<file path="src/design/lsu_params.svh">
// Sizing and address map for the load/store unit.
// Included by the package and by every RTL file that needs a width or a
// region base. Holds macros only.

`ifndef LSU_PARAMS_SVH
`define LSU_PARAMS_SVH

// ************************************************************************
// Data path
// ************************************************************************

`define LSU_DATA_W        32            // Register and memory word width
`define LSU_OFFSET_W      12            // Immediate offset from decode

// ************************************************************************
// Region map
// ************************************************************************

// 64 KB DCCM
`define LSU_DCCM_SADR     32'hF004_0000
`define LSU_DCCM_ADDR_W   16            // Byte address bits inside the DCCM

// 32 KB of PIC memory-mapped registers
`define LSU_PIC_SADR      32'hF00C_0000
`define LSU_PIC_ADDR_W    15            // Byte address bits inside the PIC

// Anything outside both windows is external. There is no bus port,
// so external accesses end as access faults.

`endif

</file>
<file path="src/design/lsu_pkg.sv">
// Types shared by the load/store unit stages.
// Each stage register carries its own packed bundle. The modules import
// this package by wildcard in their headers.

`include "lsu_params.svh"

package lsu_pkg;

   // Access size as decoded from funct3
   typedef enum logic [1:0] {
      sz_byte = 2'b00,
      sz_half = 2'b01,
      sz_word = 2'b10
   } lsu_size_e;

   // Target of an access after address decode
   typedef enum logic [1:0] {
      rgn_ext  = 2'b00,
      rgn_dccm = 2'b01,
      rgn_pic  = 2'b10
   } lsu_region_e;

   // Exception cause reported in dc3
   typedef enum logic [0:0] {
      exc_misaligned   = 1'b0,
      exc_access_fault = 1'b1
   } lsu_exc_e;

   // Control packet from decode
   typedef struct packed {
      logic      valid;
      logic      load;
      logic      store;
      lsu_size_e size;
      logic      unsign;                        // Zero extend on load
   } lsu_pkt_t;

   // Request as held in dc2
   typedef struct packed {
      lsu_pkt_t                 pkt;
      logic [31:0]              addr;
      logic [`LSU_DATA_W-1:0]   store_data;
      lsu_region_e              region;
      logic                     fault;          // Access will not be performed
      lsu_exc_e                 fault_type;
   } lsu_req_t;

   // Response bundle as held in dc3. Low address bits give the load lanes
   typedef struct packed {
      lsu_pkt_t    pkt;
      logic [31:0] addr;
      lsu_region_e region;
      logic        fault;
      lsu_exc_e    fault_type;
   } lsu_rsp_t;

   // Precise exception reported to the trap logic
   typedef struct packed {
      logic        exc_valid;
      logic        is_store;
      lsu_exc_e    exc_type;
      logic [31:0] addr;                        // Faulting effective address
   } lsu_error_pkt_t;

endpackage

</file>
<file path="src/design/lsu_addr_gen.sv">
// Address generation stage of the load/store unit.
// Forms the effective address from rs1 and the immediate, decodes the
// target region, checks alignment and size rules, and registers the
// whole request into dc2. A new request can be taken every cycle.

`timescale 1ns/100ps
`include "lsu_params.svh"

module lsu_addr_gen import lsu_pkg::*; (
   input  logic                     clk,
   input  logic                     rst_l,
   input  lsu_pkt_t                 lsu_p,        // Control packet from decode
   input  logic [`LSU_DATA_W-1:0]   rs1,          // Base address operand
   input  logic [`LSU_OFFSET_W-1:0] offset,       // Signed immediate
   input  logic [`LSU_DATA_W-1:0]   store_data,   // rs2 for stores
   output lsu_req_t                 req_dc2
);

   localparam int ow = `LSU_OFFSET_W;
   localparam int dccm_aw = `LSU_DCCM_ADDR_W;
   localparam int pic_aw = `LSU_PIC_ADDR_W;
   localparam logic [31:0] dccm_base = `LSU_DCCM_SADR;
   localparam logic [31:0] pic_base = `LSU_PIC_SADR;

   logic                   cout;
   logic                   sign;
   logic [ow-1:0]          addr_lo;
   logic [31:ow]           addr_hi;
   logic [31:ow]           rs1_inc;
   logic [31:ow]           rs1_dec;
   logic [31:0]            addr_dc1;
   lsu_region_e            region_dc1;
   logic                   access_dc1;
   logic                   misaligned_dc1;
   logic                   acc_fault_dc1;

   // Registered dc2 fields
   lsu_pkt_t               pkt_q;
   logic                   fault_q;
   lsu_exc_e               fault_type_q;
   logic [31:0]            addr_q;
   logic [`LSU_DATA_W-1:0] data_q;
   lsu_region_e            region_q;

   // ************************************************************************
   // Effective address
   // ************************************************************************

   // Only the low 12 bits go through an adder
   assign {cout, addr_lo} = {1'b0, rs1[ow-1:0]} + {1'b0, offset};
   assign sign = offset[ow-1];

   assign rs1_inc = rs1[31:ow] + 1'b1;
   assign rs1_dec = rs1[31:ow] - 1'b1;

   // Upper part picked by offset sign and the low carry
   always_comb begin
      case ({sign, cout})
         2'b01:   addr_hi = rs1_inc;    // Positive offset carried out
         2'b10:   addr_hi = rs1_dec;    // Negative offset with no carry
         default: addr_hi = rs1[31:ow];
      endcase
   end

   assign addr_dc1 = {addr_hi, addr_lo};

   // ************************************************************************
   // Region decode and fault checks
   // ************************************************************************

   always_comb begin
      if (addr_dc1[31:dccm_aw] == dccm_base[31:dccm_aw])
         region_dc1 = rgn_dccm;
      else if (addr_dc1[31:pic_aw] == pic_base[31:pic_aw])
         region_dc1 = rgn_pic;
      else
         region_dc1 = rgn_ext;
   end

   assign access_dc1 = lsu_p.valid & (lsu_p.load | lsu_p.store);

   assign misaligned_dc1 = ((lsu_p.size == sz_half) & addr_dc1[0]) |
                           ((lsu_p.size == sz_word) & (|addr_dc1[1:0]));

   // No bus behind external space; PIC registers take words only
   assign acc_fault_dc1 = (region_dc1 == rgn_ext) |
                          ((region_dc1 == rgn_pic) & (lsu_p.size != sz_word));

   // ************************************************************************
   // dc2 register
   // ************************************************************************

   always_ff @(posedge clk or negedge rst_l) begin
      if (!rst_l) begin
         pkt_q        <= '0;
         fault_q      <= 1'b0;
         fault_type_q <= exc_misaligned;
      end else begin
         pkt_q        <= lsu_p;
         fault_q      <= access_dc1 & (misaligned_dc1 | acc_fault_dc1);
         // Misalignment wins when both apply
         fault_type_q <= misaligned_dc1 ? exc_misaligned : exc_access_fault;
      end
   end

   always_ff @(posedge clk) begin
      addr_q   <= addr_dc1;
      data_q   <= store_data;
      region_q <= region_dc1;
   end

   assign req_dc2 = '{pkt:        pkt_q,
                      addr:       addr_q,
                      store_data: data_q,
                      region:     region_q,
                      fault:      fault_q,
                      fault_type: fault_type_q};

endmodule

</file>
<file path="src/design/lsu_dccm_ctl.sv">
// Memory access stage of the load/store unit.
// Drives the DCCM or PIC strobes for the request in dc2, places store
// data on the byte lanes, and registers the response bundle into dc3.
// The dc2 flush is applied here and nowhere else.

`timescale 1ns/100ps
`include "lsu_params.svh"

module lsu_dccm_ctl import lsu_pkg::*; (
   input  logic                        clk,
   input  logic                        rst_l,
   input  lsu_req_t                    req_dc2,
   input  logic                        flush_dc2,        // Kill whatever is in dc2

   // DCCM port
   output logic                        dccm_rden,
   output logic                        dccm_wren,
   output logic [`LSU_DCCM_ADDR_W-1:0] dccm_addr,        // Word aligned offset
   output logic [`LSU_DATA_W-1:0]      dccm_wr_data,
   output logic [`LSU_DATA_W/8-1:0]    dccm_wr_byteen,

   // PIC port
   output logic                        picm_rden,
   output logic                        picm_wren,
   output logic [31:0]                 picm_addr,
   output logic [`LSU_DATA_W-1:0]      picm_wr_data,

   output lsu_rsp_t                    rsp_dc3
);

   localparam int dccm_aw = `LSU_DCCM_ADDR_W;

   logic                         access_dc2;
   logic                         go_dc2;            // Access really happens
   logic                         to_dccm;
   logic                         to_pic;
   logic [1:0]                   lane;
   logic [`LSU_DATA_W/8-1:0]     byteen;
   logic [`LSU_DATA_W-1:0]       lane_data;

   // Registered dc3 fields
   lsu_pkt_t                     pkt_q;
   logic                         fault_q;
   lsu_exc_e                     fault_type_q;
   logic [31:0]                  addr_q;
   lsu_region_e                  region_q;

   // ************************************************************************
   // Strobes
   // ************************************************************************

   assign access_dc2 = req_dc2.pkt.valid & (req_dc2.pkt.load | req_dc2.pkt.store);
   assign go_dc2     = access_dc2 & ~flush_dc2 & ~req_dc2.fault;

   assign to_dccm = go_dc2 & (req_dc2.region == rgn_dccm);
   assign to_pic  = go_dc2 & (req_dc2.region == rgn_pic);

   // At most one of these is high
   assign dccm_rden = to_dccm & req_dc2.pkt.load;
   assign dccm_wren = to_dccm & req_dc2.pkt.store;
   assign picm_rden = to_pic & req_dc2.pkt.load;
   assign picm_wren = to_pic & req_dc2.pkt.store;

   assign dccm_addr = {req_dc2.addr[dccm_aw-1:2], 2'b00};
   assign picm_addr = req_dc2.addr;        // PIC sees the full address

   // ************************************************************************
   // Store lane placement
   // ************************************************************************

   assign lane = req_dc2.addr[1:0];

   always_comb begin
      case (req_dc2.pkt.size)
         sz_byte: byteen = 4'b0001 << lane;
         sz_half: byteen = 4'b0011 << lane;
         default: byteen = 4'b1111;
      endcase
   end

   // Shift the low bytes up to the addressed lane
   assign lane_data = req_dc2.store_data << {lane, 3'b000};

   assign dccm_wr_data   = lane_data;
   assign dccm_wr_byteen = byteen;
   assign picm_wr_data   = lane_data;   // Always a full word

   // ************************************************************************
   // dc3 register
   // ************************************************************************

   // Fault fields survive a flush so the PMU still sees misalignment
   always_ff @(posedge clk or negedge rst_l) begin
      if (!rst_l) begin
         pkt_q        <= '0;
         fault_q      <= 1'b0;
         fault_type_q <= exc_misaligned;
      end else begin
         pkt_q        <= req_dc2.pkt;
         pkt_q.valid  <= req_dc2.pkt.valid & ~flush_dc2;
         fault_q      <= req_dc2.fault;
         fault_type_q <= req_dc2.fault_type;
      end
   end

   always_ff @(posedge clk) begin
      addr_q   <= req_dc2.addr;
      region_q <= req_dc2.region;
   end

   assign rsp_dc3 = '{pkt:        pkt_q,
                      addr:       addr_q,
                      region:     region_q,
                      fault:      fault_q,
                      fault_type: fault_type_q};

endmodule

</file>
<file path="src/design/lsu_load_align.sv">
// Result stage of the load/store unit.
// Picks the read word from DCCM or PIC, moves the addressed bytes down
// and extends them to a full word. Also forms the precise exception
// packet and the PMU misaligned strobe for the access in dc3.

`timescale 1ns/100ps
`include "lsu_params.svh"

module lsu_load_align import lsu_pkg::*; (
   input  lsu_rsp_t                 rsp_dc3,
   input  logic [`LSU_DATA_W-1:0]   dccm_rd_data,     // Read data, one cycle after rden
   input  logic [`LSU_DATA_W-1:0]   picm_rd_data,
   output logic                     lsu_load_valid_dc3,
   output logic [`LSU_DATA_W-1:0]   lsu_result_dc3,
   output lsu_error_pkt_t           lsu_error_pkt_dc3,
   output logic                     lsu_pmu_misaligned_dc3
);

   localparam int dw = `LSU_DATA_W;

   logic [dw-1:0] rd_word;
   logic [dw-1:0] rd_shift;
   logic          byte_sign;
   logic          half_sign;

   // ************************************************************************
   // Load data
   // ************************************************************************

   assign rd_word = (rsp_dc3.region == rgn_pic) ? picm_rd_data : dccm_rd_data;

   // Bring the addressed byte down to lane 0
   assign rd_shift = rd_word >> {rsp_dc3.addr[1:0], 3'b000};

   assign byte_sign = ~rsp_dc3.pkt.unsign & rd_shift[7];
   assign half_sign = ~rsp_dc3.pkt.unsign & rd_shift[15];

   always_comb begin
      case (rsp_dc3.pkt.size)
         sz_byte: lsu_result_dc3 = {{(dw-8){byte_sign}}, rd_shift[7:0]};
         sz_half: lsu_result_dc3 = {{(dw-16){half_sign}}, rd_shift[15:0]};
         default: lsu_result_dc3 = rd_shift;
      endcase
   end

   // Faulted loads return an exception and no result
   assign lsu_load_valid_dc3 = rsp_dc3.pkt.valid & rsp_dc3.pkt.load & ~rsp_dc3.fault;

   // ************************************************************************
   // Exception and PMU
   // ************************************************************************

   always_comb begin
      lsu_error_pkt_dc3.exc_valid = rsp_dc3.pkt.valid & rsp_dc3.fault;
      lsu_error_pkt_dc3.is_store  = rsp_dc3.pkt.store;
      lsu_error_pkt_dc3.exc_type  = rsp_dc3.fault_type;
      lsu_error_pkt_dc3.addr      = rsp_dc3.addr;
   end

   // Counted even for flushed accesses, so no valid term here
   assign lsu_pmu_misaligned_dc3 = rsp_dc3.fault & (rsp_dc3.fault_type == exc_misaligned);

endmodule

</file>
<file path="src/design/lsu_top.sv">
// Load/store unit top level.
// Three stages: address generation (dc1 to dc2), memory access
// (dc2 to dc3) and load alignment with exception reporting in dc3.
// DCCM and PIC memories sit outside and answer reads one cycle late.

`timescale 1ns/100ps
`include "lsu_params.svh"

module lsu_top import lsu_pkg::*; (
   input  logic                        clk,
   input  logic                        rst_l,

   // Request from decode
   input  lsu_pkt_t                    lsu_p,
   input  logic [`LSU_DATA_W-1:0]      rs1,
   input  logic [`LSU_OFFSET_W-1:0]    offset,
   input  logic [`LSU_DATA_W-1:0]      store_data,
   input  logic                        flush_dc2,

   // DCCM
   output logic                        dccm_rden,
   output logic                        dccm_wren,
   output logic [`LSU_DCCM_ADDR_W-1:0] dccm_addr,
   output logic [`LSU_DATA_W-1:0]      dccm_wr_data,
   output logic [`LSU_DATA_W/8-1:0]    dccm_wr_byteen,
   input  logic [`LSU_DATA_W-1:0]      dccm_rd_data,

   // PIC
   output logic                        picm_rden,
   output logic                        picm_wren,
   output logic [31:0]                 picm_addr,
   output logic [`LSU_DATA_W-1:0]      picm_wr_data,
   input  logic [`LSU_DATA_W-1:0]      picm_rd_data,

   // dc3 results
   output logic                        lsu_load_valid_dc3,
   output logic [`LSU_DATA_W-1:0]      lsu_result_dc3,
   output lsu_error_pkt_t              lsu_error_pkt_dc3,
   output logic                        lsu_pmu_misaligned_dc3
);

   lsu_req_t req_dc2;      // Request bundle in dc2
   lsu_rsp_t rsp_dc3;      // Response bundle in dc3

   lsu_addr_gen u_addr_gen (
      .clk        (clk),
      .rst_l      (rst_l),
      .lsu_p      (lsu_p),
      .rs1        (rs1),
      .offset     (offset),
      .store_data (store_data),
      .req_dc2    (req_dc2)
   );

   lsu_dccm_ctl u_dccm_ctl (
      .clk            (clk),
      .rst_l          (rst_l),
      .req_dc2        (req_dc2),
      .flush_dc2      (flush_dc2),
      .dccm_rden      (dccm_rden),
      .dccm_wren      (dccm_wren),
      .dccm_addr      (dccm_addr),
      .dccm_wr_data   (dccm_wr_data),
      .dccm_wr_byteen (dccm_wr_byteen),
      .picm_rden      (picm_rden),
      .picm_wren      (picm_wren),
      .picm_addr      (picm_addr),
      .picm_wr_data   (picm_wr_data),
      .rsp_dc3        (rsp_dc3)
   );

   lsu_load_align u_load_align (
      .rsp_dc3                (rsp_dc3),
      .dccm_rd_data           (dccm_rd_data),
      .picm_rd_data           (picm_rd_data),
      .lsu_load_valid_dc3     (lsu_load_valid_dc3),
      .lsu_result_dc3         (lsu_result_dc3),
      .lsu_error_pkt_dc3      (lsu_error_pkt_dc3),
      .lsu_pmu_misaligned_dc3 (lsu_pmu_misaligned_dc3)
   );

endmodule

</file>
<file path="config.mk">
export PLATFORM = sky130hd
export DESIGN_NAME = lsu_top
export DESIGN_NICKNAME = d
export VERILOG_FILES = /design/src/design/lsu_pkg.sv /design/src/design/lsu_addr_gen.sv /design/src/design/lsu_dccm_ctl.sv /design/src/design/lsu_load_align.sv /design/src/design/lsu_top.sv
export VERILOG_INCLUDE_DIRS = /design/src /design/src/design
export SDC_FILE = /design/constraint.sdc
export NUM_CORES = 1
export LEC_CHECK = 0
export BUFFER_PORTS_ARGS = -buffer_cell sky130_fd_sc_hd__buf_2
export CAP_MARGIN = 0
export CORE_MARGIN = 3
export CORE_UTILIZATION = 42
export DETAILED_ROUTE_END_ITERATION = 8
export PLACE_DENSITY = 0.77
export SLEW_MARGIN = 20
export SYNTH_ARGS = -nofsm -noshare
export SYNTH_HDL_FRONTEND = slang
export SYNTH_SLANG_ARGS = --single-unit
</file>
<file path="constraint.sdc">
create_clock -name clk -period 2.2 [get_ports clk]
set_input_delay 0.22 -clock clk [delete_from_list [all_inputs] [get_ports clk]]
set_output_delay 0.22 -clock clk [all_outputs]
set_load 0.02 [all_outputs]
</file>
==> impl_results.md, run 1 <==
* Status: finished with violations
* Violated checks: negative setup slack
* Mapped cell area at about 6800 sq um
* #FFs+latches synth at 116
* Yosys warnings at 0
* Post-synth EDFFs at 0
* Most frequent cells in the layout: buf_2 (301), buf_4 (129), dfxtp_1 (98)
* Commonest non-fill, non-tap cell in the layout: buf_2
* Layout net count at 1,345
* TritonCTS Buffers at 17
* Max VDD drop at 743 uV
* FFs w/ async S/R, synth at 13.8%
* DR DRC count at 0
* Worst reg2reg setup slack at 1.39 ns
* CP max stage cell: or3b_1
* CTS tree: done
* Placed Area at approximately 8800 sq um
* Post-route cell area at 11,300 sq um
* Synth top area share at roughly 29%
* Hold crit path type: input pin to register
* Synth-to-Final Area Change at 66.2%
* Clk root buf: clkbuf_16
* Gr busiest metal: met2
* Primary FF master, synth: dfxtp_1
* Power per Cell Area at 852 nW/um^2
* Max FO, Critical Path at 8
* Worst-Margin Slew at 0.908 ns
* CP endpoint kind: register
* # setup viols final at between 50 and 60
* Distinct cell type count after synthesis at 62
* Per-cell routed wire length at 20.8 microns
* Vias at 7,423
* Reg clk slew, reported paths at 0.06 ns
* Slew Viols, Final at 0
* Post-DRT Antenna Nets at 0
* Layout cells sized above 1 at 56.6%
* Drt pass-1 iters at 5
* Antenna violations before repair at 4
* Clock Path Buffers at 2
* Vias in the first global route at 7,274
* Mapped Avg Cell Area at 8.94 sq um
* Routing usage on met1 at 30.5%
* H-tree levels at 4
* Fin. Hold Viols at 0
* Clock Latency Late Sink at 0.42 ns
* GPL Wtd Cong at 0.916
* Cell accounting for the most synthesized area: dfxtp_1
* Worst Path Required at 2.55 ns
* Critical path class: input pin to register
* Synth area leaders: dfxtp_1 (29%), buf_4 (13%), mux2i_1 (6.2%)
* Cell Rows at 45
* Critical-path cell list: buf_8 > ha_4 > inv_2 > fa_2 > nor2b_1 > o21ai_1 > a21boi_1 > o21ai_1 > a21boi_1 > o21ai_1 > a21oi_2 > o41ai_4 > ha_4 > buf_6 > ha_4 > nor2b_4 > o21ai_1 > or3b_1 > a31o_1 > or3b_4 > nor4_4 > nand4b_1 > nor4b_4 > and3_1
* DRT Wirelength at 28,900 microns
* Clock skew at roughly 0.011 ns
* Initial Util at between 40% and 50%
* Post-DP HPWL at ~18,000 microns
* RSZ-0062 raised after global routing: true
* Most common cell on crit path: o21ai_1
* Sequential area share after synthesis at 35.4%
* Static Leak at 0.00535 uW
* Worst setup margin at -2.09 ns
* Full die area at 17,700 sq um
* Final Cycle Share at 195%
* Global-route met2 utilization at 49.7%
* Fmax achieved at 233 MHz
* Gr ovfl total at 0
* DR iter-0 viols at 448
* Period minus WS final at around 4.3 ns
* Pwr Total at 9610 uW
* Grt met3 use at under 10%
* Vias/cell at 5.34
* CORE AREA at 15,500 sq um
* CTS Sinks at 116
* Largest net degree at the start of global routing at 26
* CP Launch Type: input pin
* Die Span Y at 133 microns
* Chip width at ~130 microns
* Critical path arrival at 4.64 ns
* Final hold slack at about 0.052 ns
* Number of buffers added on ports at 335
* First-pass GRT wire length at 38,700 microns
* Io pins at 338
* Crit-path max cell delay at 0.40 ns
* Syn Inst Count at 759
* Slew HR at 39.4%
* Overall Global Routing Usage at 27.7%
* Max_cap viols at 0
Yosys cell counts, drive strengths merged, types with 6 or more instances:
master  count
a211oi     26
a21boi      6
a21oi      41
and2       11
buf       120
clkbuf     27
dfrtp      16
dfxtp     100
ha         31
inv        18
mux2       10
mux2i      42
mux4        7
nand2      62
nand2b      7
nand3       7
nor2       48
nor2b      30
o21ai      58
or2         6
xnor2      13
xor2        7
final cells by class:
class                      count  area (sq um)
antenna                        4          10.0
clock buffer                  22           495
clock inverter                10           119
fill                        1026          4200
inverter                      18          67.6
multi-input combinational    479          4260
sequential                   116          2400
tap                          211           264
timing repair buffer         531          3660
worst paths after layout:
kind | end | startpoint | depth (start not counted)
min in group asynchronous | u_addr_gen.fault_q$_DFF_PN0_ | rst_l | 2
min | u_addr_gen.addr_q[30]$_DFF_P_ | rs1[30] | 3
max in group asynchronous | u_addr_gen.req_dc2[71]$_DFF_PN0_ | rst_l | 2
max reg2reg | u_dccm_ctl.addr_q[0]$_DFF_P_ | u_addr_gen.addr_q[0]$_DFF_P_ | 1
max | u_addr_gen.region_q[1]$_DFF_P_ | offset[0] | 24
min reg2reg | u_dccm_ctl.fault_type_q$_DFF_PN0_ | u_addr_gen.fault_type_q$_DFF_PN0_ | 0
kinds of logic after synthesis:
family | after synthesis | synth area share [%]
buf+inv | 165 | 15.5
fa+ha+maj | 33 | 6.30
compound gates | 167 | 15.3
flops | 116 | 35.4
xor+xnor | 20 | 2.58
other cells | 1 | 0.0552
mux | 59 | 10.2
simple gates | 198 | 14.7
layer usage:
layer / share of wire, % / vias up
met5: 0 / -
met4: 5.3 / 0
met3: 8.7 / 126
met2: 49 / 474
met1: 37 / 3479
li1: - / 3344
what timing repair did:
| action | in CTS | in global routing |
|---|---|---|
| setup buffers | 26 | 16 |
| pin swaps | 29 | 38 |
| hold endpoints to repair | 55 | 0 |
| gates cloned | 3 | 0 |
| hold buffers | 40 | 0 |
| endpoints found under the setup margin | 55 | 76 |
| resized for setup | 143 | 119 |
power by group:
part           switching [uW]  leakage (uW)  internal [uW]
sequential                194       0.00103           2450
combinational            2340       0.00403           1760
clock                    1040      0.000290           1830
per-stage QoR:
stage | cells | TNS (ns) | utilization (%) | setup slack, ns
after floorplan | 760 | -32.82 | - | -2.21
after global placement | 1277 | -41.61 | 56.9 | -2.59
after detailed placement | 1277 | -42.49 | 56.9 | -2.67
after CTS | 1376 | -37.97 | 68.8 | -1.99
after global routing | 1391 | -48.02 | 72.8 | -2.30
final | 1391 | -40.72 | 72.8 | -2.09
flip-flops by register name, summed over array words and instances (netlist names):
register / cells
u_dccm_ctl.addr_q: 32
u_dccm_ctl.region_q: 2
u_addr_gen.req_dc2: 6
u_addr_gen.region_q: 2
u_addr_gen.addr_q: 32
u_addr_gen.data_q: 32
u_dccm_ctl.rsp_dc3: 6
u_addr_gen.fault_type_q: 1
u_dccm_ctl.fault_type_q: 1
u_addr_gen.fault_q: 1
u_dccm_ctl.fault_q: 1
worst max-delay path, delay by kind of cell:
family | cells | cell delay (ns)
fa+ha+maj | 4 | 0.94
simple gates | 8 | 1.85
buf+inv | 3 | 0.25
compound gates | 9 | 1.36
Note: power is estimated with default switching activity, not from simulation.
==> run 2: changes to the inputs <==
--- a/config.mk
+++ b/config.mk
@@ -11,6 +11,7 @@
 export CORE_MARGIN = 3
 export CORE_UTILIZATION = 42
 export DETAILED_ROUTE_END_ITERATION = 8
+export MAX_ROUTING_LAYER = met4
 export PLACE_DENSITY = 0.77
 export SLEW_MARGIN = 20
 export SYNTH_ARGS = -nofsm -noshare
==> impl_results.md, run 2 <==
* Die Span Y at 133 microns (unchanged)
* Adder-Cell Fraction of Synth Area at 6.30% (unchanged)
* Mapped cell area at 6790 sq um (unchanged)
* Yosys warnings at 0 (unchanged)
* H-tree levels at 4 (unchanged)
* Distinct cell type count after synthesis at 62 (unchanged)
* Largest net degree at the start of global routing at 25 (-3.8%)
* Top-count cell post-synth: buf_4
* Syn Inst Count at 759 (unchanged)
* CTS Sinks at 116 (unchanged)
* Overall Global Routing Usage at 29.1% (+1.4 points)
* GRT worst endpoint: u_addr_gen.region_q[0]$_DFF_P_/D
* Primary FF master, synth: dfxtp_1
* GPL Wtd Cong at 0.939 (+2.5%)
* Chip width at 133 microns (unchanged)
* Synth top cells by count: buf_4 (114), dfxtp_1 (100), nand2_1 (62)
* Cell Rows at 45 (unchanged)
* First-pass GRT wire length at 39,900 microns (+2.9%)
* Clock Path Buffers at 2 (unchanged)
* Clk root buf: clkbuf_16
* Vias in the first global route at 7,565 (+4.0%)
* XOR/XNOR Fraction of Synth Area at 2.58% (unchanged)
* Gr ovfl total at 0 (unchanged)
* Synth area leaders: dfxtp_1 (29%), buf_4 (13%), mux2i_1 (6.2%)
* Synth top area share at 29.5% (unchanged)
* Mapped Avg Cell Area at 8.94 sq um (unchanged)
* Post-synthesis mux area share at 10.2% (unchanged)
* Sequential area share after synthesis at 35.4% (unchanged)
* Post-synth EDFFs at 0 (unchanged)
* Post-synthesis compound-gate area fraction at 15.3% (unchanged)
* Main combinational cell family by area after synthesis: buffers and inverters
* #FFs+latches synth at 116 (unchanged)
* Simple-gate share of the synthesized area at 14.7% (unchanged)
* Io pins at 338 (unchanged)
* Worst End Pin Type: register input
* Post-DP HPWL at 17,900 microns (-0.14%)
* Status: aborted with a tool error
* Stop err: [ERROR DRT-0255] Maze Route cannot find path of net lsu_result_dc3[15] in worker of routeBox ( 96600 96600 ) ( 133125 133125 ).
* Number of buffers added on ports at 335 (unchanged)
* TritonCTS Buffers at 17 (unchanged)
* Failing step: detailed routing (5_2_route)
* Cell accounting for the most synthesized area: dfxtp_1
* Antenna violations before repair at 5 (+1)
* FFs w/ async S/R, synth at 13.8% (unchanged)
* Initial Util at 43.8% (unchanged)
==> run 2: cell counts after synthesis <==
Identical to the previous run, type by type.
==> run 2: stage by stage <==
stage	util [%]	setup TNS (ns)	cell area (sq um)	setup WS (ns)	instances
2_1_floorplan	-	-32.82	6990	-2.21	760
3_3_place_gp	56.8	-42.26	8800	-2.61	1273
3_5_place_dp	56.8	-44.18	8800	-2.69	1273
4_1_cts	69.6	-39.25	10800	-1.97	1379
5_1_grt	73.3	-49.42	11400	-2.25	1395
==> run 2: what timing repair did <==
item                       CTS  global route
setup buffers               36            21
cloned                       2             0
hold endpoints to repair    55             0
hold buffers                40             0
gates resized for setup    173            99
setup endpoints to repair   55            56
pin swaps                   32            26
==> run 2: cells by family after synthesis <==
family / after synthesis
xor gates and xnor gates: 20
and+or+nand+nor: 198
AOI/OAI and AO/OA: 167
DFF: 116
buffers and inverters: 165
other: 1
muxes: 59
adders and majority gates: 33
==> run 2: layer usage <==
| layer | track usage (%) |
|---|---|
| met5 | - |
| met4 | 13.3 |
| met3 | 5.14 |
| met2 | 50.6 |
| met1 | 32.6 |
==> run 3: changes to the inputs <==
--- a/config.mk
+++ b/config.mk
@@ -9,10 +9,9 @@
 export BUFFER_PORTS_ARGS = -buffer_cell sky130_fd_sc_hd__buf_2
 export CAP_MARGIN = 0
 export CORE_MARGIN = 3
-export CORE_UTILIZATION = 42
+export CORE_UTILIZATION = 40
 export DETAILED_ROUTE_END_ITERATION = 8
-export MAX_ROUTING_LAYER = met4
-export PLACE_DENSITY = 0.77
+export PLACE_DENSITY_LB_ADDON = 0.15
 export SLEW_MARGIN = 20
 export SYNTH_ARGS = -nofsm -noshare
 export SYNTH_HDL_FRONTEND = slang
==> constraint.sdc (replaced) <==
create_clock -name clk -period 2.9 [get_ports clk]
set_input_delay 0.29 -clock clk [delete_from_list [all_inputs] [get_ports clk]]
set_output_delay 0.29 -clock clk [all_outputs]
set_load 0.02 [all_outputs]
==> impl_results.md, run 3 (synthesis gave the netlist of run 1 again) <==
* Clock Latency Late Sink at 0.42 ns
* Max FO, Critical Path at 6
* Final hold slack at between 0.015 and 0.02 ns
* Critical path buffer and inverter count at 4
* Worst Path Required at approximately 3.3 ns
* Overall Global Routing Usage at 22.5% (-6.5 points)
* Violated checks: negative setup slack
* Placed Area at 8580 sq um (-2.5%)
* Static Leak at 0.00496 uW
* Final Cycle Share at 141%
* CP Launch Point: rs1[0]
* Post-DRT Antenna Nets at 0
* Worst setup margin at -1.19 ns
* Antenna violations before repair at 4 (-1)
* CTS Sinks at 116 (unchanged)
* Vias at 6,547
* # diodes at 0
* Commonest non-fill, non-tap cell in the layout: buf_2
* Worst reg-to-reg path cell count at 1
* Largest net degree at the start of global routing at 35 (+40%)
* Clock Path Buffers at 2 (unchanged)
* Clock skew at 0.00627 ns
* Seq pwr share at 29.2%
* Comb pwr share at 40.4%
* Clk root buf: clkbuf_16
* H-tree levels at 4 (unchanged)
* Max VDD drop at between 400 and 500 uV
* Critical path class: input pin to register
* CP endpoint kind: register
* Max_cap viols at 0
* Internal at 4330 uW
* Die Span Y at 136 microns (+2.4%)
* Reg clk slew, reported paths at 0.06 ns
* P_sw at roughly 2500 uW
* Crit path max-delay family: compound AO/OA/AOI/OAI gates
* Crit path depth at 25
* Vias/cell at 4.83
* Layout net count at 1,309
* First-pass GRT wire length at 32,500 microns (-18%)
* Post-DP HPWL at 16,900 microns (-5.7%)
* Worst reg2reg setup slack at 1.82 ns
* Post-route cell area at roughly 10,000 sq um
* GPL Wtd Cong at 0.872 (-7.1%)
* Crit path capture: u_addr_gen.region_q[1]$_DFF_P_
* Top Registers: u_addr_gen.addr_q x32, u_addr_gen.data_q x32, u_dccm_ctl.addr_q x32
* Most common cell on crit path: o21ai_2
* CP Launch Type: input pin
* Period minus WS final at about 4.1 ns
* Vias in the first global route at 6,315 (-17%)
* CTS tree: done
* R2r endpoint: u_dccm_ctl.addr_q[1]$_DFF_P_
* DR iter-0 viols at 197
* Slew Viols, Final at 0
* Full die area at approximately 19,000 sq um
* Clock power frac at roughly 30%
* Total Neg Setup Slack at -11.88 ns
* Per-cell routed wire length at 16.4 microns
* Cell Rows at 46 (+2.2%)
* Min-delay src: lsu_p[2]
* Number of buffers added on ports at 335 (unchanged)
* Status: finished with violations
* Hold crit path type: input pin to register
* Fmax achieved at 244 MHz
* Slew HR at 50.3%
* Worst r2r src: u_addr_gen.addr_q[1]$_DFF_P_
* DR DRC count at 0
* RSZ-0062 raised after global routing: true
* Gr ovfl total at 0 (unchanged)
* Layout cells sized above 1 at 52.1%
* Synth-to-Final Area Change at 50.6%
* Fin. Hold Viols at 0
* Io pins at 338 (unchanged)
* Critical path arrival at between 4 and 5 ns
* Hold depth at 1
* Chip width at 136 microns (+2.4%)
* TritonCTS Buffers at 17 (unchanged)
* Power per Cell Area at 671 nW/um^2
* Crit-path max cell delay at 0.34 ns
* Most frequent cells in the layout: buf_2 (333), buf_4 (115), dfxtp_1 (99)
* Drt pass-1 iters at 4
* Worst-Margin Slew at approximately 0.74 ns
* Sw Ratio at 36.8%
* DRT Wirelength at 22,200 microns
* CP max stage cell: fa_2
* CORE AREA at 16,200 sq um
* Initial Util at 41.8% (-2.0 points)
* # setup viols final at 19
run 3: metrics by stage:
step	std cells	util, %	setup slack (ns)	total power (uW)
floorplan	760	-	-1.58	3890
CTS	1341	61.0	-1.36	6780
finish	1356	63.0	-1.19	6860
global placement	1260	52.9	-2.00	4490
detailed placement	1260	52.9	-2.10	4480
global route	1356	63.0	-1.44	7200
run 3: routing by layer:
metal	routed length [microns]	up-vias	global-route usage (%)
li1	-	3274	-
met1	8710	3032	25.6
met2	11700	192	41.0
met3	1260	41	5.70
met4	439	8	7.45
met5	48	-	0
run 3: area by class of cell:
type                            count  area, sq um
Clock buffer                       18          439
Timing Repair Buffer              495         3020
Sequential cell                   116         2400
Clock inverter                     14          153
Multi-Input combinational cell    479         3870
Tap cell                          216          270
Fill cell                        1385         6010
Inverter                           18         67.6
run 3: worst min-delay path by stage:
stage / to / slack (ns)
detailed placement: u_addr_gen.req_dc2[71]$_DFF_PN0_ / 0.23
floorplan: u_addr_gen.fault_q$_DFF_PN0_ / -0.006
finish: u_addr_gen.req_dc2[70]$_DFF_PN0_ / 0.02
CTS: u_addr_gen.req_dc2[70]$_DFF_PN0_ / 0.01
global route: u_addr_gen.req_dc2[70]$_DFF_PN0_ / 0.02
global placement: u_addr_gen.req_dc2[71]$_DFF_PN0_ / 0.23
run 3: repair_timing:
item,in CTS,in global routing
hold buffers,37,0
hold endpoints to repair,52,0
setup endpoints to repair,21,51
gates resized for setup,49,44
pin swaps,34,38
setup buffers,13,17
run 3: power groups by stage:
stage | logic, uW | clock network (uW) | registers [uW]
finish | 2770 | 2080 | 2000
global route | 2970 | 2190 | 2040
CTS | 2650 | 2120 | 2000
detailed placement | 2450 | 0 | 2030
global placement | 2460 | 0 | 2030
floorplan | 1920 | 0 | 1970
==> run 4: changes to the inputs <==
--- a/config.mk
+++ b/config.mk
@@ -12,7 +12,7 @@
 export CORE_UTILIZATION = 40
 export DETAILED_ROUTE_END_ITERATION = 8
 export PLACE_DENSITY_LB_ADDON = 0.15
-export SLEW_MARGIN = 20
+export SLEW_MARGIN = 10
 export SYNTH_ARGS = -nofsm -noshare
 export SYNTH_HDL_FRONTEND = slang
 export SYNTH_SLANG_ARGS = --single-unit
==> constraint.sdc (replaced) <==
create_clock -name clk -period 2.9 [get_ports clk]
set_input_delay 0.87 -clock clk [delete_from_list [all_inputs] [get_ports clk]]
set_output_delay 0.87 -clock clk [all_outputs]
set_load 0.02 [all_outputs]
==> impl_results.md, run 4 (synthesis gave the netlist of run 1 again) <==
* Status: finished with violations
* Violated checks: negative setup slack
* Post-layout util at 66.1% (+3.1 points)
* Slew HR at 52.8% (+2.5 points)
* Chip width at 136 microns (unchanged)
* Clock Latency Late Sink at 0.42 ns (about the same)
* Worst reg-to-reg path cell count at 1 (unchanged)
* Number of buffers added on ports at 335 (unchanged)
* Period minus WS final at 4.79 ns (+0.698 ns)
* DR DRC count at 0 (unchanged)
* Cell Rows at 46 (unchanged)
* Fmax achieved at 209 MHz (-15%)
* DRT Wirelength at 23,200 microns (+4.5%)
* Drt pass-1 iters at 4 (unchanged)
* Reg clk slew, reported paths at 0.06 ns (about the same)
* Critical path arrival at 5.14 ns (+0.69 ns)
* Worst setup margin at -1.89 ns (-0.698 ns)
* Layout net count at 1,304 (-0.38%)
* CP max stage cell: fa_2
* Clock skew at 0.0115 ns (+0.00518 ns)
* CTS Sinks at 116 (unchanged)
* Post-Layout Cell Count at 1,353 (-0.22%)
* Io pins at 338 (unchanged)
* Vias/cell at 4.86 (+0.71%)
* Critical path buffer and inverter count at 4 (unchanged)
* CP Launch Point: offset[0]
* Synth-to-Final Area Change at 58.0%
* Vias at 6,579 (+0.49%)
* CP endpoint kind: register
* Layout cells sized above 1 at 58.6% (+6.5 points)
* Clk root buf: clkbuf_16
* Most common cell on crit path: o21ai_2
* CTS tree: done
* Fin. Hold Viols at 0 (unchanged)
* Commonest non-fill, non-tap cell in the layout: buf_2
* RSZ-0062 raised after global routing: true
* Placed Area at 8950 sq um (+4.3%)
* Post-route cell area at 10,700 sq um (+4.9%)
* Static Leak at 0.00515 uW (+3.9%)
* DR iter-0 viols at 295 (+50%)
* R2r endpoint: u_dccm_ctl.addr_q[1]$_DFF_P_
* Clock Path Buffers at 2 (unchanged)
* Per-cell routed wire length at 17.2 microns (+4.8%)
* Worst r2r src: u_addr_gen.addr_q[1]$_DFF_P_
* Vias in the first global route at 6,429 (+1.8%)
* Final Cycle Share at 165% (+24 points)
* GPL Wtd Cong at 0.891 (+2.2%)
* Most frequent cells in the layout: buf_2 (301), buf_4 (131), dfxtp_1 (99)
* Overall Global Routing Usage at 23.0% (+0.46 points)
* Post-DP HPWL at 17,700 microns (+4.6%)
* Max FO, Critical Path at 10 (+4)
* Antenna violations before repair at 0 (-4)
* Hold depth at 0 (-1)
* Crit-path max cell delay at 0.36 ns (+0.02 ns)
* Max VDD drop at 522 uV (+14%)
* Worst-Margin Slew at 0.707 ns (-0.0370 ns)
* CP Launch Type: input pin
* Slew Viols, Final at 0 (unchanged)
* H-tree levels at 4 (unchanged)
* Hold Buf Count CTS at 0 (-100%)
* Worst reg2reg setup slack at 2.21 ns (+0.39 ns)
* Full die area at 18,600 sq um (unchanged)
* Hold crit path type: register to register
* Crit path max-delay family: compound AO/OA/AOI/OAI gates
* Gr ovfl total at 0 (unchanged)
* # setup viols final at 54 (+35)
* First-pass GRT wire length at 33,300 microns (+2.2%)
* Initial Util at 41.8% (unchanged)
* Top Registers: u_addr_gen.addr_q x32, u_addr_gen.data_q x32, u_dccm_ctl.addr_q x32
* Worst Path Required at 3.25 ns (about the same)
* Die Span Y at 136 microns (unchanged)
* Post-DRT Antenna Nets at 0 (unchanged)
* Post-placement cell count at 1,286 (+2.1%)
* Crit path capture: u_addr_gen.region_q[0]$_DFF_P_
* Critical path class: input pin to register
* TritonCTS Buffers at 17 (unchanged)
* Largest net degree at the start of global routing at 40 (+14%)
* Max_cap viols at 0 (unchanged)
* CORE AREA at 16,200 sq um (unchanged)
* Crit path depth at 25 (unchanged)
* Power per Cell Area at 660 nW/um^2 (-1.6%)
run 4: cell types whose count changed in the layout (fill, tap and decap cells not counted), sizes merged:
cell / delta
clkinvlp: +1
clkbuf: +1
clkinv: -7
buf: +30
diode: +2
bufinv: -1
inv: +8
dlygate4sd3: -37
run 4: worst min path at each step:
| stage | end | slack (ns) | start |
|---|---|---|---|
| after global routing | u_dccm_ctl.rsp_dc3[36]$_DFF_PN0_ | 0.35 | u_addr_gen.req_dc2[68]$_DFF_PN0_ |
| after global placement | u_dccm_ctl.rsp_dc3[36]$_DFF_PN0_ | 0.33 | u_addr_gen.req_dc2[68]$_DFF_PN0_ |
| after detailed placement | u_dccm_ctl.addr_q[24]$_DFF_P_ | 0.33 | u_addr_gen.addr_q[24]$_DFF_P_ |
| final | u_dccm_ctl.rsp_dc3[36]$_DFF_PN0_ | 0.34 | u_addr_gen.req_dc2[68]$_DFF_PN0_ |
| after floorplan | u_dccm_ctl.fault_type_q$_DFF_PN0_ | 0.33 | u_addr_gen.fault_type_q$_DFF_PN0_ |
| after CTS | u_addr_gen.fault_q$_DFF_PN0_ | 0.35 | rst_l |
run 4: area by class of cell:
class                   instances  area (sq um)
diodes                          2          5.00
clock buffers                  17           425
clock inverters                15           158
fillers                      1330          5510
inverters                      18          67.6
multi-input cells             479          4130
flip-flops and latches        116          2400
well taps                     216           270
repair buffers                490          3260
run 4: metal layers:
metal	routed length (microns)	global-route usage, %	up-vias	part of all wire [%]
li1	-	-	3266	-
met1	9250	28.1	3055	40
met2	12100	40.6	223	52
met3	1380	4.48	35	5.9
met4	471	7.45	0	2.0
met5	0	0	-	0
run 4: stage by stage:
stage / setup TNS, ns / power, uW / worst slack (ns) / hold slack (ns)
6_report: -35.84 / 7080 / -1.89 / 0.341
5_1_grt: -43.83 / 7420 / -2.16 / 0.348
4_1_cts: -33.79 / 6950 / -1.88 / 0.346
3_5_place_dp: -49.72 / 4600 / -2.66 / 0.334
3_3_place_gp: -47.92 / 4590 / -2.58 / 0.333
2_1_floorplan: -37.78 / 3940 / -2.16 / 0.331
run 4: what timing repair did:
| item | in CTS | in global routing |
|---|---|---|
| setup buffers | 24 | 11 |
| gates resized for setup | 131 | 75 |
| endpoints found under the setup margin | 55 | 57 |
| pin swaps | 23 | 21 |
| gates cloned | 2 | 1 |
| endpoints found under the hold margin | 0 | 0 |
run 4: report_power, final:
part / leakage (uW) / total, uW / internal (uW) / switching (uW)
Clock: 0.000284 / 2070 / 1220 / 851
Sequential: 0.00103 / 1990 / 1860 / 127
Combinational: 0.00384 / 3020 / 1330 / 1690
